--- config.mk ---
export PLATFORM = sky130hd
export DESIGN_NAME = inst_decoder
export DESIGN_NICKNAME = d
export VERILOG_FILES = /design/src/logic/rv_decode_pkg.sv /design/src/logic/inst_decoder.sv
export SDC_FILE = /design/constraint.sdc
export NUM_CORES = 1
export LEC_CHECK = 0
export BUFFER_PORTS_ARGS = -buffer_cell sky130_fd_sc_hd__buf_2
export CAP_MARGIN = 15
export CORE_MARGIN = 2
export CORE_UTILIZATION = 43
export DETAILED_ROUTE_END_ITERATION = 10
export GPL_TIMING_DRIVEN = 1
export PLACE_DENSITY = 0.95
export SETUP_SLACK_MARGIN = 0.2
export SYNTH_ARGS = -nofsm -noshare
export SYNTH_HDL_FRONTEND = slang
export SYNTH_SLANG_ARGS = --single-unit
--- constraint.sdc ---
create_clock -name vclk -period 2.5
set_input_delay 0.5 -clock vclk [all_inputs]
set_output_delay 0.5 -clock vclk [all_outputs]
set_load 0.01 [all_outputs]
--- src/logic/rv_decode_pkg.sv ---
package rv_decode_pkg;

    typedef logic [63:0] xlen_t;     // data / address word
    typedef logic [4:0]  reg_addr_t; // x0..x31
    typedef logic [31:0] inst_t;

    localparam int SHAMT_W = 6; // rv64 shift amount

    // major opcodes handled by the decode stage
    typedef enum logic [6:0] {
        OPC_LOAD     = 7'b0000011,
        OPC_OP_IMM   = 7'b0010011,
        OPC_AUIPC    = 7'b0010111,
        OPC_OP_IMM_W = 7'b0011011,
        OPC_STORE    = 7'b0100011,
        OPC_OP       = 7'b0110011,
        OPC_LUI      = 7'b0110111,
        OPC_OP_W     = 7'b0111011,
        OPC_BRANCH   = 7'b1100011,
        OPC_JALR     = 7'b1100111,
        OPC_JAL      = 7'b1101111
    } opcode_e;

    typedef enum logic [2:0] {
        IMM_NONE,
        IMM_I,
        IMM_S,
        IMM_B,
        IMM_U,
        IMM_J,
        IMM_SHAMT // inst[25:20], zero extended
    } imm_fmt_e;

    typedef enum logic [1:0] {
        OP1_ZERO,
        OP1_RS1,
        OP1_PC
    } op1_sel_e;

    typedef enum logic [2:0] {
        OP2_ZERO,
        OP2_RS2,
        OP2_RS2_SHAMT, // rs2[5:0] only
        OP2_IMM,
        OP2_FOUR       // link value pc + 4
    } op2_sel_e;

    typedef enum logic [1:0] {
        BASE_ZERO,
        BASE_PC,
        BASE_RS1
    } base_sel_e;

    // decoder output, all zero for an illegal encoding
    typedef struct packed {
        reg_addr_t rs1_addr;
        reg_addr_t rs2_addr;
        reg_addr_t rd_addr;
        logic      reg_wen;
        imm_fmt_e  imm_fmt;
        op1_sel_e  op1_sel;
        op2_sel_e  op2_sel;
        base_sel_e base_sel;
        logic      offset_en; // offset = immediate when set
    } decode_ctrl_t;

    // bundle handed to the execute stage
    typedef struct packed {
        inst_t     inst;
        xlen_t     inst_addr;
        xlen_t     op1;
        xlen_t     op2;
        reg_addr_t rd_addr;
        logic      reg_wen;
        xlen_t     base_addr;
        xlen_t     offset_addr;
    } id_ex_t;

endpackage

--- src/logic/inst_decoder.sv ---
module inst_decoder import rv_decode_pkg::*; (
    input  inst_t        inst_i,
    output decode_ctrl_t ctrl_o
);

    opcode_e    opcode;
    logic [2:0] func3;
    reg_addr_t  rs1;
    reg_addr_t  rs2;
    reg_addr_t  rd;
    logic       is_shift; // func3 001 or 101

    assign opcode   = opcode_e'(inst_i[6:0]);
    assign func3    = inst_i[14:12];
    assign rs1      = inst_i[19:15];
    assign rs2      = inst_i[24:20];
    assign rd       = inst_i[11:7];
    assign is_shift = (func3[1:0] == 2'b01);

    always_comb begin
        ctrl_o = '0; // unknown encodings stay all zero
        case (opcode)
            OPC_OP_IMM: begin
                ctrl_o.rs1_addr = rs1;
                ctrl_o.rd_addr  = rd;
                ctrl_o.reg_wen  = 1'b1;
                ctrl_o.op1_sel  = OP1_RS1;
                ctrl_o.op2_sel  = OP2_IMM;
                ctrl_o.imm_fmt  = is_shift ? IMM_SHAMT : IMM_I;
            end
            OPC_OP_IMM_W: begin
                if (func3 == 3'b000 || is_shift) begin // addiw, slliw, srliw/sraiw
                    ctrl_o.rs1_addr = rs1;
                    ctrl_o.rd_addr  = rd;
                    ctrl_o.reg_wen  = 1'b1;
                    ctrl_o.op1_sel  = OP1_RS1;
                    ctrl_o.op2_sel  = OP2_IMM;
                    ctrl_o.imm_fmt  = is_shift ? IMM_SHAMT : IMM_I;
                end
            end
            OPC_OP: begin
                ctrl_o.rs1_addr = rs1;
                ctrl_o.rs2_addr = rs2;
                ctrl_o.rd_addr  = rd;
                ctrl_o.reg_wen  = 1'b1;
                ctrl_o.op1_sel  = OP1_RS1;
                ctrl_o.op2_sel  = is_shift ? OP2_RS2_SHAMT : OP2_RS2;
            end
            OPC_OP_W: begin
                // addw/subw, sllw, srlw/sraw
                if (func3 == 3'b000 || is_shift) begin
                    ctrl_o.rs1_addr = rs1;
                    ctrl_o.rs2_addr = rs2;
                    ctrl_o.rd_addr  = rd;
                    ctrl_o.reg_wen  = 1'b1;
                    ctrl_o.op1_sel  = OP1_RS1;
                    ctrl_o.op2_sel  = OP2_RS2;
                end
            end
            OPC_BRANCH: begin
                if (func3[2:1] != 2'b01) begin // 010 and 011 are reserved
                    ctrl_o.rs1_addr  = rs1;
                    ctrl_o.rs2_addr  = rs2;
                    ctrl_o.op1_sel   = OP1_RS1;
                    ctrl_o.op2_sel   = OP2_RS2;
                    ctrl_o.imm_fmt   = IMM_B;
                    ctrl_o.base_sel  = BASE_PC;
                    ctrl_o.offset_en = 1'b1;
                end
            end
            OPC_LOAD: begin
                if (func3 != 3'b111) begin // lb .. lwu
                    ctrl_o.rs1_addr  = rs1;
                    ctrl_o.rd_addr   = rd;
                    ctrl_o.reg_wen   = 1'b1;
                    ctrl_o.op1_sel   = OP1_RS1;
                    ctrl_o.op2_sel   = OP2_IMM;
                    ctrl_o.imm_fmt   = IMM_I;
                    ctrl_o.base_sel  = BASE_RS1;
                    ctrl_o.offset_en = 1'b1;
                end
            end
            OPC_STORE: begin
                if (!func3[2]) begin // sb, sh, sw, sd
                    ctrl_o.rs1_addr  = rs1;
                    ctrl_o.rs2_addr  = rs2;
                    ctrl_o.op2_sel   = OP2_RS2; // store data
                    ctrl_o.imm_fmt   = IMM_S;
                    ctrl_o.base_sel  = BASE_RS1;
                    ctrl_o.offset_en = 1'b1;
                end
            end
            OPC_JAL, OPC_JALR: begin
                ctrl_o.rd_addr   = rd;
                ctrl_o.reg_wen   = 1'b1;
                ctrl_o.op1_sel   = OP1_PC;
                ctrl_o.op2_sel   = OP2_FOUR;
                ctrl_o.offset_en = 1'b1;
                if (opcode == OPC_JALR) begin
                    ctrl_o.rs1_addr = rs1;
                    ctrl_o.imm_fmt  = IMM_I;
                    ctrl_o.base_sel = BASE_RS1;
                end else begin
                    ctrl_o.imm_fmt  = IMM_J;
                    ctrl_o.base_sel = BASE_PC;
                end
            end
            OPC_LUI: begin
                ctrl_o.rd_addr = rd;
                ctrl_o.reg_wen = 1'b1;
                ctrl_o.op2_sel = OP2_IMM;
                ctrl_o.imm_fmt = IMM_U;
            end
            OPC_AUIPC: begin
                ctrl_o.rd_addr   = rd;
                ctrl_o.reg_wen   = 1'b1;
                ctrl_o.op1_sel   = OP1_PC;
                ctrl_o.op2_sel   = OP2_IMM;
                ctrl_o.imm_fmt   = IMM_U;
                ctrl_o.offset_en = 1'b1; // base stays zero
            end
            default: ;
        endcase

        // only lui writes rd with a zero op1
        assert (!ctrl_o.reg_wen || ctrl_o.op1_sel != OP1_ZERO || opcode == OPC_LUI)
            else $error("decoder sets reg_wen with op1 tied to zero, inst %h", inst_i);
    end

endmodule

Word-level counts from Yosys, hierarchy flattened:

Cells that the tools add are included.

* input bits: 32
* bits in read-only memories: 0
* bits in writable memories: 0
* bits in registers: 0
* latch bits: 0
* memories kept: 0

* equal/unequal tests: 14
* divide/modulo/power cells: 0
* $mul: 0
* muxes and demuxes: 24
* shift-type cells: 0
* add/subtract/negate cells: 0
* reductions and logical operators: 8
* bitwise logic cells: 0
* magnitude comparators: 0

Operators with widths (count)
* one-hot mux 5 bit (7 select lines): 1
* 2-to-1 mux 10 bit: 3
* == test 7 x 6 -> 1 bit (second input constant): 4
* one-hot mux 3 bit (8 select lines): 1
* one-hot mux 6 bit (4 select lines): 1
* == test 7 x 5 -> 1 bit (second input constant): 3
* == test 7 bit (second input constant): 3
* one-hot mux 3 bit (7 select lines): 1
* one-hot mux 5 bit (4 select lines): 1
* 2-to-1 mux 17 bit: 1
* 2-to-1 mux 16 bit: 1
* 2-to-1 mux 5 bit: 3
* 2-to-1 mux 14 bit: 1
* one-hot mux 2 bit (6 select lines): 1
* 2-to-1 mux 4 bit: 2
* one-hot mux 2 bit (4 select lines): 1
* == test 7 x 2 -> 1 bit (second input constant): 1
* 2-to-1 mux 2 bit: 3
* 2-to-1 mux 3 bit: 2
* OR reduction 2 bit: 3
* OR reduction 3 bit: 2
* OR reduction 6 bit: 1
* one-hot mux 1 bit (4 select lines): 1
* zero test 3 bit: 1
* other kinds (4): 4

Depth between registers and ports, before layout:

Gate-level depths: netlist (run 1).

* depth after elaboration: 4
* depth in mapped cells: 6
* gate-level depth less buffers: 5

Least setup slack after synthesis (run 1):

OpenSTA, ideal clock, no wires.

* kind: input to output
* start point: input port inst_i[3]
* end point: output port ctrl_o[12] (netlist name)
* path buffers: 1
* stages on the path: 5
* setup slack: 526 ps
* data arrival time: 1474 ps
* cells stage by stage: buf_2 -> nand2b_1 -> o32a_1 -> o221ai_4 -> and2_1

RTL lines
* from (decl): line inst_decoder.sv:2 `input inst_t inst_i,`
* to (decl): line inst_decoder.sv:3 `output decode_ctrl_t ctrl_o`

==> results.ini, run 1 <==
[yosys]
ys_warn_count = 0
synth_cell_types = 39
synth_area_um2 = 663
postSynthAreaPerCell_um2 = 6.50
ys_seq_area_frac = 0
synthesis.nets = 134
syn_inst = 102

[floorplanning]
io_pins = 59
die-area_um2 = 1870
die_w_um = 43.3
die_y_um = 43.3
start_util = 0.451
rows = 14
core_um2 = 1470

[min_path]
hold_path_class = input port to output port
min_from = inst_i[7]

[critical_path]
crit_buf_inv = 2
path_delay_family = compound AO/OA/AOI/OAI gates
arrival_ps = 1790
critPathRequiredTime_ps = 2000
cp-startpoint = inst_i[14]
path_cells = buf_2 > nor2b_1 > nor2_1 > a32oi_2 > o21ai_1 > buf_2
slowest_delay_ps = 450
startpoint_type = input port
cp_max_fo = 10
critPathKind = input port to output port
cp-end-kind = output port
crit_path_top_delay_cell = a32oi_2
path_common_cell = buf_2

[route]
antenna_left = 0
first_pass_iters = 4
wl_per_cell_um = 12.9
vias = 1008
drtIter0Drc = 38
drc_errors = 0
routed_wl_um = 2130
via_per_inst = 6.11

[global_routing]
grt_max_degree = 13
grt_use_total = 0.210
grt_pass1_wl_um = 3260
grt_pass1_vias = 778
antenna_found_initial = 0
grt-ovfl-total = 0

[timing]
whs_ps = 1290
post-route-min-period_ps = 2290
setup_tns_ps = 0
worstMarginPinSlew_ps = 499
drv_slew = 0
setup_viol = 0
slew_headroom = 0.667
final-hold-violation-count = 0
fmax_mhz = 436
timing.final.crit_share = 0.918
rsz0062_at_grt = yes

[power]
p_leak_nw = 0.467
powerDensity_nw_per_um2 = 118
peakVddDrop_uv = 57.2

[finish]
seqCellArea_um2 = 0
clockBufferCount = 0
antenna_cells = 0
drive_gt1_frac = 0.436
num-fill-cells = 135
numSequentialCells = 0
syn2layout_area_growth_pct = 38.5
final_net_count = 183

[outcome]
status = complete, no violations

[placement]
port-buffer-count = 52
gp_congestion = 0.924
dp_hpwl_um = 1710

[clocking]
post_cts_resized = 0

[run]
cap_violations = 0

[layout make-up]
class                           instances  area [um2]  share of cell area
Inverter                                4        15.0              0.0163
Multi-Input combinational cell         91         608               0.662
Tap cell                               16        20.0              0.0218
Timing Repair Buffer                   54         275               0.300
[repair_timing]
action / 4_1_cts / 5_1_grt
hold buffers: 0 / 0
endpoints found under the setup margin: 0 / 11
hold endpoints to repair: 0 / 0
buffers inserted: 0 / 0
[cell usage in the layout, fill, tap and decap left out, types with 2 or more instances in the layout]
cell type / count
a21oi_1: 3
a32o_1: 2
and2_1: 6
buf_2: 52
buf_4: 2
inv_1: 2
inv_2: 2
nand2_1: 10
nand2b_1: 4
nand3_1: 8
nand4_1: 6
nor2_1: 3
nor2b_1: 4
nor3_1: 8
o21ai_0: 4
o21ai_1: 11
[tightest hold or removal path: cells and delay by family]
kind,cells,cell delay (ps)
and+or+nand+nor,1,100
buffers and inverters,2,190
[cell usage after synthesis (2+ instances only)]
library cell / number / area [um2]
o21ai_1: 11 / 55.1
nand2_1: 10 / 37.5
nand3_1: 8 / 40.0
nor3_1: 8 / 40.0
and2_1: 6 / 37.5
nand4_1: 6 / 37.5
buf_2: 4 / 20.0
nand2b_1: 4 / 25.0
nor2b_1: 4 / 25.0
o21ai_0: 4 / 20.0
a21oi_1: 3 / 15.0
nor2_1: 3 / 11.3
a32o_1: 2 / 20.0
buf_4: 2 / 15.0
inv_1: 2 / 7.51
inv_2: 2 / 7.51
[cell families after synthesis]
| family | synth area share |
|---|---|
| AO/OA/AOI/OAI | 0.389 |
| buffers and inverters | 0.0830 |
| AND/OR/NAND/NOR | 0.528 |
[through the flow]
| step | util | cell area, um2 | setup slack [ps] | power, W | instances |
|---|---|---|---|---|---|
| floorplan | - | 663 | 526 | 0.0000664 | 102 |
| detailed placement | 0.624 | 918 | 242 | 0.000106 | 165 |
| CTS | 0.624 | 918 | 237 | 0.000107 | 165 |
| global placement | 0.624 | 918 | 290 | 0.000104 | 165 |
| global route | 0.624 | 918 | 117 | 0.000117 | 165 |
| finish | 0.624 | 918 | 206 | 0.000108 | 165 |
[layer usage]
| layer | global-route usage | vias to the layer above | wire length (um) |
|---|---|---|---|
| met4 | 0.00606 | 0 | 0 |
| li1 | - | 484 | - |
| met3 | 0 | 0 | 217 |
| met2 | 0.364 | 70 | 1050 |
| met5 | 0 | - | 0 |
| met1 | 0.306 | 454 | 857 |
[report_power, final]
| group | switching, W | total (W) | leakage (nW) | internal [W] |
|---|---|---|---|---|
| clock network | 0 | 0 | 0 | 0 |
| registers | 0 | 0 | 0 | 0 |
| logic | 0.0000647 | 0.000108 | 0.467 | 0.0000433 |
[worst paths after layout]
kind,slack (ps),depth (start not counted),endpoint
setup / recovery,210,6,ctrl_o[22]
hold / removal,1290,3,ctrl_o[12]
Note: power is estimated with default switching activity, not from simulation.
==> inputs of run 2 (changes only) <==
--- a/config.mk
+++ b/config.mk
@@ -7,7 +7,6 @@
 export LEC_CHECK = 0
 export BUFFER_PORTS_ARGS = -buffer_cell sky130_fd_sc_hd__buf_2
 export CAP_MARGIN = 15
-export CORE_MARGIN = 2
 export CORE_UTILIZATION = 43
 export DETAILED_ROUTE_END_ITERATION = 10
 export GPL_TIMING_DRIVEN = 1
==> constraint.sdc (replaced) <==
create_clock -name vclk -period 2.7
set_input_delay 0.54 -clock vclk [all_inputs]
set_output_delay 0.54 -clock vclk [all_outputs]
set_load 0.01 [all_outputs]
==> run 2 against run 1 <==
  * Design area down 0.95%
  * Worst setup slack improved by 170 ps
  * Die area is 9.0% lower
  * Highest routed layer unchanged
  * Largest cell class unchanged
==> results.ini, run 2 (synthesized netlist as in run 1, its figures left out) <==
[outcome]
status = complete, no violations  ; unchanged

[finish]
clockBufferCount = 0  ; unchanged
layout_commonest_cell = buf_2  ; unchanged
drive_gt1_frac = 0.432  ; was 0.436
seqCellArea_um2 = 0  ; unchanged
final_net_count = 182  ; was 183
numSequentialCells = 0  ; unchanged
instances_no_fill = 163  ; was 165
final_cell_mix = buf_2 (52), o21ai_1 (11), nand2_1 (10)  ; unchanged
syn2layout_area_growth_pct = 37.2  ; was 38.5%
antenna_cells = 0  ; unchanged

[global_routing]
grt_use_total = 0.237  ; was 0.210
grt_pass1_wl_um = 2820  ; was 3260 um
antenna_found_initial = 0  ; unchanged
grt-ovfl-total = 0  ; unchanged
grt_max_degree = 17  ; was 13
grt_pass1_vias = 673  ; was 778

[route]
routed_wl_um = 2150  ; was 2130 um
wl_per_cell_um = 13.2  ; was 12.9 um
vias = 981  ; was 1008
via_per_inst = 6.02  ; was 6.11
antenna_left = 0  ; unchanged
drtIter0Drc = 51  ; was 38
drc_errors = 0  ; unchanged
first_pass_iters = 4  ; unchanged

[floorplanning]
core_um2 = 1370  ; was 1470 um2
die_w_um = 41.3  ; was 43.3 um
start_util = 0.485  ; was 0.451
rows = 13  ; was 14
die_y_um = 41.3  ; was 43.3 um
io_pins = 59  ; unchanged
die-area_um2 = 1700  ; was 1870 um2

[placement]
dp_hpwl_um = 1770  ; was 1710 um
gp_congestion = 0.926  ; was 0.924
port-buffer-count = 52  ; unchanged
placedCellCount = 163  ; was 165

[timing]
drv_slew = 0  ; unchanged
post-route-min-period_ps = 2330
rsz0062_at_grt = no  ; was yes
slew_headroom = 0.669  ; was 0.667
setup_tns_ps = 0  ; unchanged
setup_viol = 0  ; unchanged
timing.final.crit_share = 0.862
worstMarginPinSlew_ps = 495  ; was 499 ps
fmax_mhz = 430
final-hold-violation-count = 0  ; unchanged

[clocking]
ctsHoldBuffers = 0  ; unchanged
post-cts-setup-buffers = 0  ; unchanged
post_cts_resized = 0  ; unchanged

[critical_path]
cp_max_fo = 10  ; unchanged
critPathKind = input port to output port  ; unchanged
arrival_ps = 1790  ; about the same
startpoint_type = input port  ; unchanged
critPathRequiredTime_ps = 2160  ; was 2000 ps
cp-end-kind = output port  ; unchanged

[power]
peakVddDrop_uv = 61.7  ; was 57.2 uV
p_leak_nw = 0.462  ; was 0.467 nW
powerDensity_nw_per_um2 = 109  ; was 118 nW/um2

[run]
cap_violations = 0  ; unchanged

[min_path]
hold_path_class = input port to output port  ; unchanged

[run 2: changes by cell type in the layout (fill, tap and decap cells not counted)]
cell	change
buf_4	-1
[run 2: worst max-delay path, stage by stage]
cell     delay, ps
buf_2          140
nor2b_1        240
nor2_1         130
a32oi_2        440
o21ai_1        130
buf_2          160
[run 2: cell type report]
| type | instances | area (um2) |
|---|---|---|
| well taps | 15 | 18.8 |
| inverters | 4 | 15.0 |
| fillers | 118 | 457 |
| multi-input cells | 91 | 608 |
| repair buffers | 53 | 268 |
[run 2: metrics by stage]
step	cell area, um2	utilization	hold WS [ps]	setup WS, ps	power, W
3_3_place_gp	910	0.666	1370	433	0.0000936
4_1_cts	910	0.666	1380	380	0.0000982
3_5_place_dp	910	0.666	1370	378	0.0000978
6_report	910	0.666	1370	373	0.0000992
5_1_grt	910	0.666	1380	255	0.000107
2_1_floorplan	663	-	1200	646	0.0000615
[run 2: routing by layer]
| layer | wire, um | vias to the layer above | GRT usage |
|---|---|---|---|
| met3 | 177 | 0 | 0 |
| met4 | 0 | 0 | 0.00806 |
| met1 | 878 | 441 | 0.313 |
| li1 | - | 482 | - |
| met2 | 1100 | 58 | 0.445 |
| met5 | 0 | - | 0 |
[run 2: path summary, 6_finish.rpt]
kind | from | to | slack (ps) | cells after the start
setup / recovery | inst_i[14] | ctrl_o[25] | 370 | 6
hold / removal | inst_i[9] | ctrl_o[14] | 1370 | 3
[run 2: power by group]
group / leakage (nW) / switching (W) / total [W] / internal (W)
registers: 0 / 0 / 0 / 0
clock network: 0 / 0 / 0 / 0
logic: 0.462 / 0.0000600 / 0.0000992 / 0.0000392
total: 0.462 / 0.0000600 / 0.0000992 / 0.0000392
==> inputs of run 3 (changes only) <==
--- a/config.mk
+++ b/config.mk
@@ -11,6 +11,7 @@
 export DETAILED_ROUTE_END_ITERATION = 10
 export GPL_TIMING_DRIVEN = 1
 export PLACE_DENSITY = 0.95
+export REMOVE_ABC_BUFFERS = 1
 export SETUP_SLACK_MARGIN = 0.2
 export SYNTH_ARGS = -nofsm -noshare
 export SYNTH_HDL_FRONTEND = slang
==> run 3 against run 2 <==
  * Utilization is 0.82 points higher
  * Highest routed layer is now met4
  * Via count grew 6.0%
  * Critical path depth unchanged
  * Die area unchanged
  * Wire length is 7.8% higher
  * Worst hold slack lost 7.3 ps
  * Design area grew 1.2%
  * Worst setup slack got worse by 16 ps
  * Largest cell class unchanged
  * Fmax is 0.67% lower
  * First-iteration DRC count is 9.8% higher
  * Combinational power grew 5%
==> results.ini, run 3 (synthesized netlist as in run 1, its figures left out) <==
[outcome]
status = complete, no violations  ; unchanged

[global_routing]
grt_pass1_vias = 790  ; was 673
grt_max_degree = 13  ; was 17
grt_pass1_wl_um = 3280  ; was 2820 um
antenna_found_initial = 0  ; unchanged
grt-ovfl-total = 0  ; unchanged
grt_use_total = 0.279  ; was 0.237

[floorplanning]
start_util = 0.485  ; unchanged
die-area_um2 = 1700  ; unchanged
die_w_um = 41.3  ; unchanged
core_um2 = 1370  ; unchanged
die_y_um = 41.3  ; unchanged
io_pins = 59  ; unchanged
rows = 13  ; unchanged

[clocking]
ctsHoldBuffers = 0  ; unchanged
post-cts-setup-buffers = 0  ; unchanged
post_cts_resized = 0  ; unchanged

[power]
p_leak_nw = 0.461  ; was 0.462 nW
powerDensity_nw_per_um2 = 113  ; was 109 nW/um2
peakVddDrop_uv = 63.9  ; was 61.7 uV

[timing]
worstMarginPinSlew_ps = 507  ; was 495 ps
fmax_mhz = 427  ; was 430 MHz
setup_tns_ps = 0  ; unchanged
drv_slew = 0  ; unchanged
whs_ps = 1370  ; about the same
slew_headroom = 0.661  ; was 0.669
post-route-min-period_ps = 2340  ; was 2330 ps
final-hold-violation-count = 0  ; unchanged
rsz0062_at_grt = no  ; unchanged
setup_viol = 0  ; unchanged
timing.final.crit_share = 0.868  ; was 0.862

[finish]
num-fill-cells = 115  ; was 118
layout_commonest_cell = buf_2  ; unchanged
final_cell_mix = buf_2 (52), o21ai_1 (11), nand2_1 (10)  ; unchanged
clockBufferCount = 0  ; unchanged
final_net_count = 182  ; unchanged
numSequentialCells = 0  ; unchanged
antenna_cells = 0  ; unchanged
multi_input_area_um2 = 619  ; was 608 um2
syn2layout_area_growth_pct = 38.9  ; was 37.2%
drive_gt1_frac = 0.432  ; unchanged
seqCellArea_um2 = 0  ; unchanged

[critical_path]
crit_path_top_delay_cell = nor2b_1  ; was a32oi_2
startpoint_type = input port  ; unchanged
critPathKind = input port to output port  ; unchanged
cp_max_fo = 10  ; unchanged
path_cells = buf_2 > nor2b_1 > a21oi_1 > o221ai_4 > and2_1 > buf_2  ; was buf_2 > nor2b_1 > nor2_1 > a32oi_2 > o21ai_1 > buf_2
cp-end-kind = output port  ; unchanged
arrival_ps = 1800  ; was 1790 ps
slowest_delay_ps = 410  ; was 440 ps
critPathRequiredTime_ps = 2160  ; about the same
path_common_cell = buf_2  ; unchanged

[route]
first_pass_iters = 4  ; unchanged
vias = 1040  ; was 981
routed_wl_um = 2320  ; was 2150 um
antenna_left = 0  ; unchanged
wl_per_cell_um = 14.2  ; was 13.2 um
drc_errors = 0  ; unchanged
drtIter0Drc = 56  ; was 51
via_per_inst = 6.38  ; was 6.02

[min_path]
min_from = inst_i[10]  ; was inst_i[9]
hold_depth = 3  ; unchanged
hold-path-endpoint = ctrl_o[15]  ; was ctrl_o[14]
hold_path_class = input port to output port  ; unchanged

[placement]
gp_congestion = 0.894  ; was 0.926
port-buffer-count = 52  ; unchanged
dp_hpwl_um = 1810  ; was 1770 um

[run]
cap_violations = 0  ; unchanged

==> run 3: cell types whose count changed in the layout (fill, tap and decap cells not counted) <==
| cell | delta |
|---|---|
| a32oi_4 | +1 |
| a32oi_2 | -1 |
==> run 3: layout make-up <==
class | count | share of cell area
Tap cell | 15 | 0.0204
Multi-Input combinational cell | 91 | 0.673
Inverter | 4 | 0.0163
Timing Repair Buffer | 53 | 0.291
==> run 3: layer usage <==
| layer | up-vias | wire length, um | global-route usage |
|---|---|---|---|
| met5 | - | 0 | 0 |
| met4 | 0 | 48 | 0.0887 |
| met3 | 9 | 263 | 0.0435 |
| met2 | 83 | 1150 | 0.504 |
| met1 | 469 | 861 | 0.329 |
| li1 | 479 | - | - |
==> run 3: per-stage QoR <==
step                       util  total power [W]  cell area, um2  setup slack [ps]  instances
after floorplan               -        0.0000514             623               548         95
after global placement    0.666        0.0000944             910               410        163
after detailed placement  0.666        0.0000984             910               350        163
after CTS                 0.666        0.0000989             910               343        163
after global routing      0.674         0.000112             921               222        163
final                     0.674         0.000104             921               357        163
==> run 3: worst max-delay path by stage <==
stage               startpoint  slack [ps]  cells past startpoint         end
floorplan            inst_i[2]         550                      4  ctrl_o[12]
global placement    inst_i[14]         410                      6  ctrl_o[22]
detailed placement   inst_i[6]         350                      6  ctrl_o[22]
CTS                  inst_i[6]         340                      6  ctrl_o[22]
global route         inst_i[4]         220                      6  ctrl_o[14]
finish               inst_i[4]         360                      6  ctrl_o[16]
==> run 3: critical path, delay by kind of cell <==
family	cells	cell delay, ps
buf+inv	2	300
simple gates	2	560
compound gates	2	390
==> run 3: power breakdown <==
part           switching (W)  internal [W]
Combinational      0.0000635     0.0000404
Clock                      0             0
Sequential                 0             0
Total              0.0000635     0.0000404
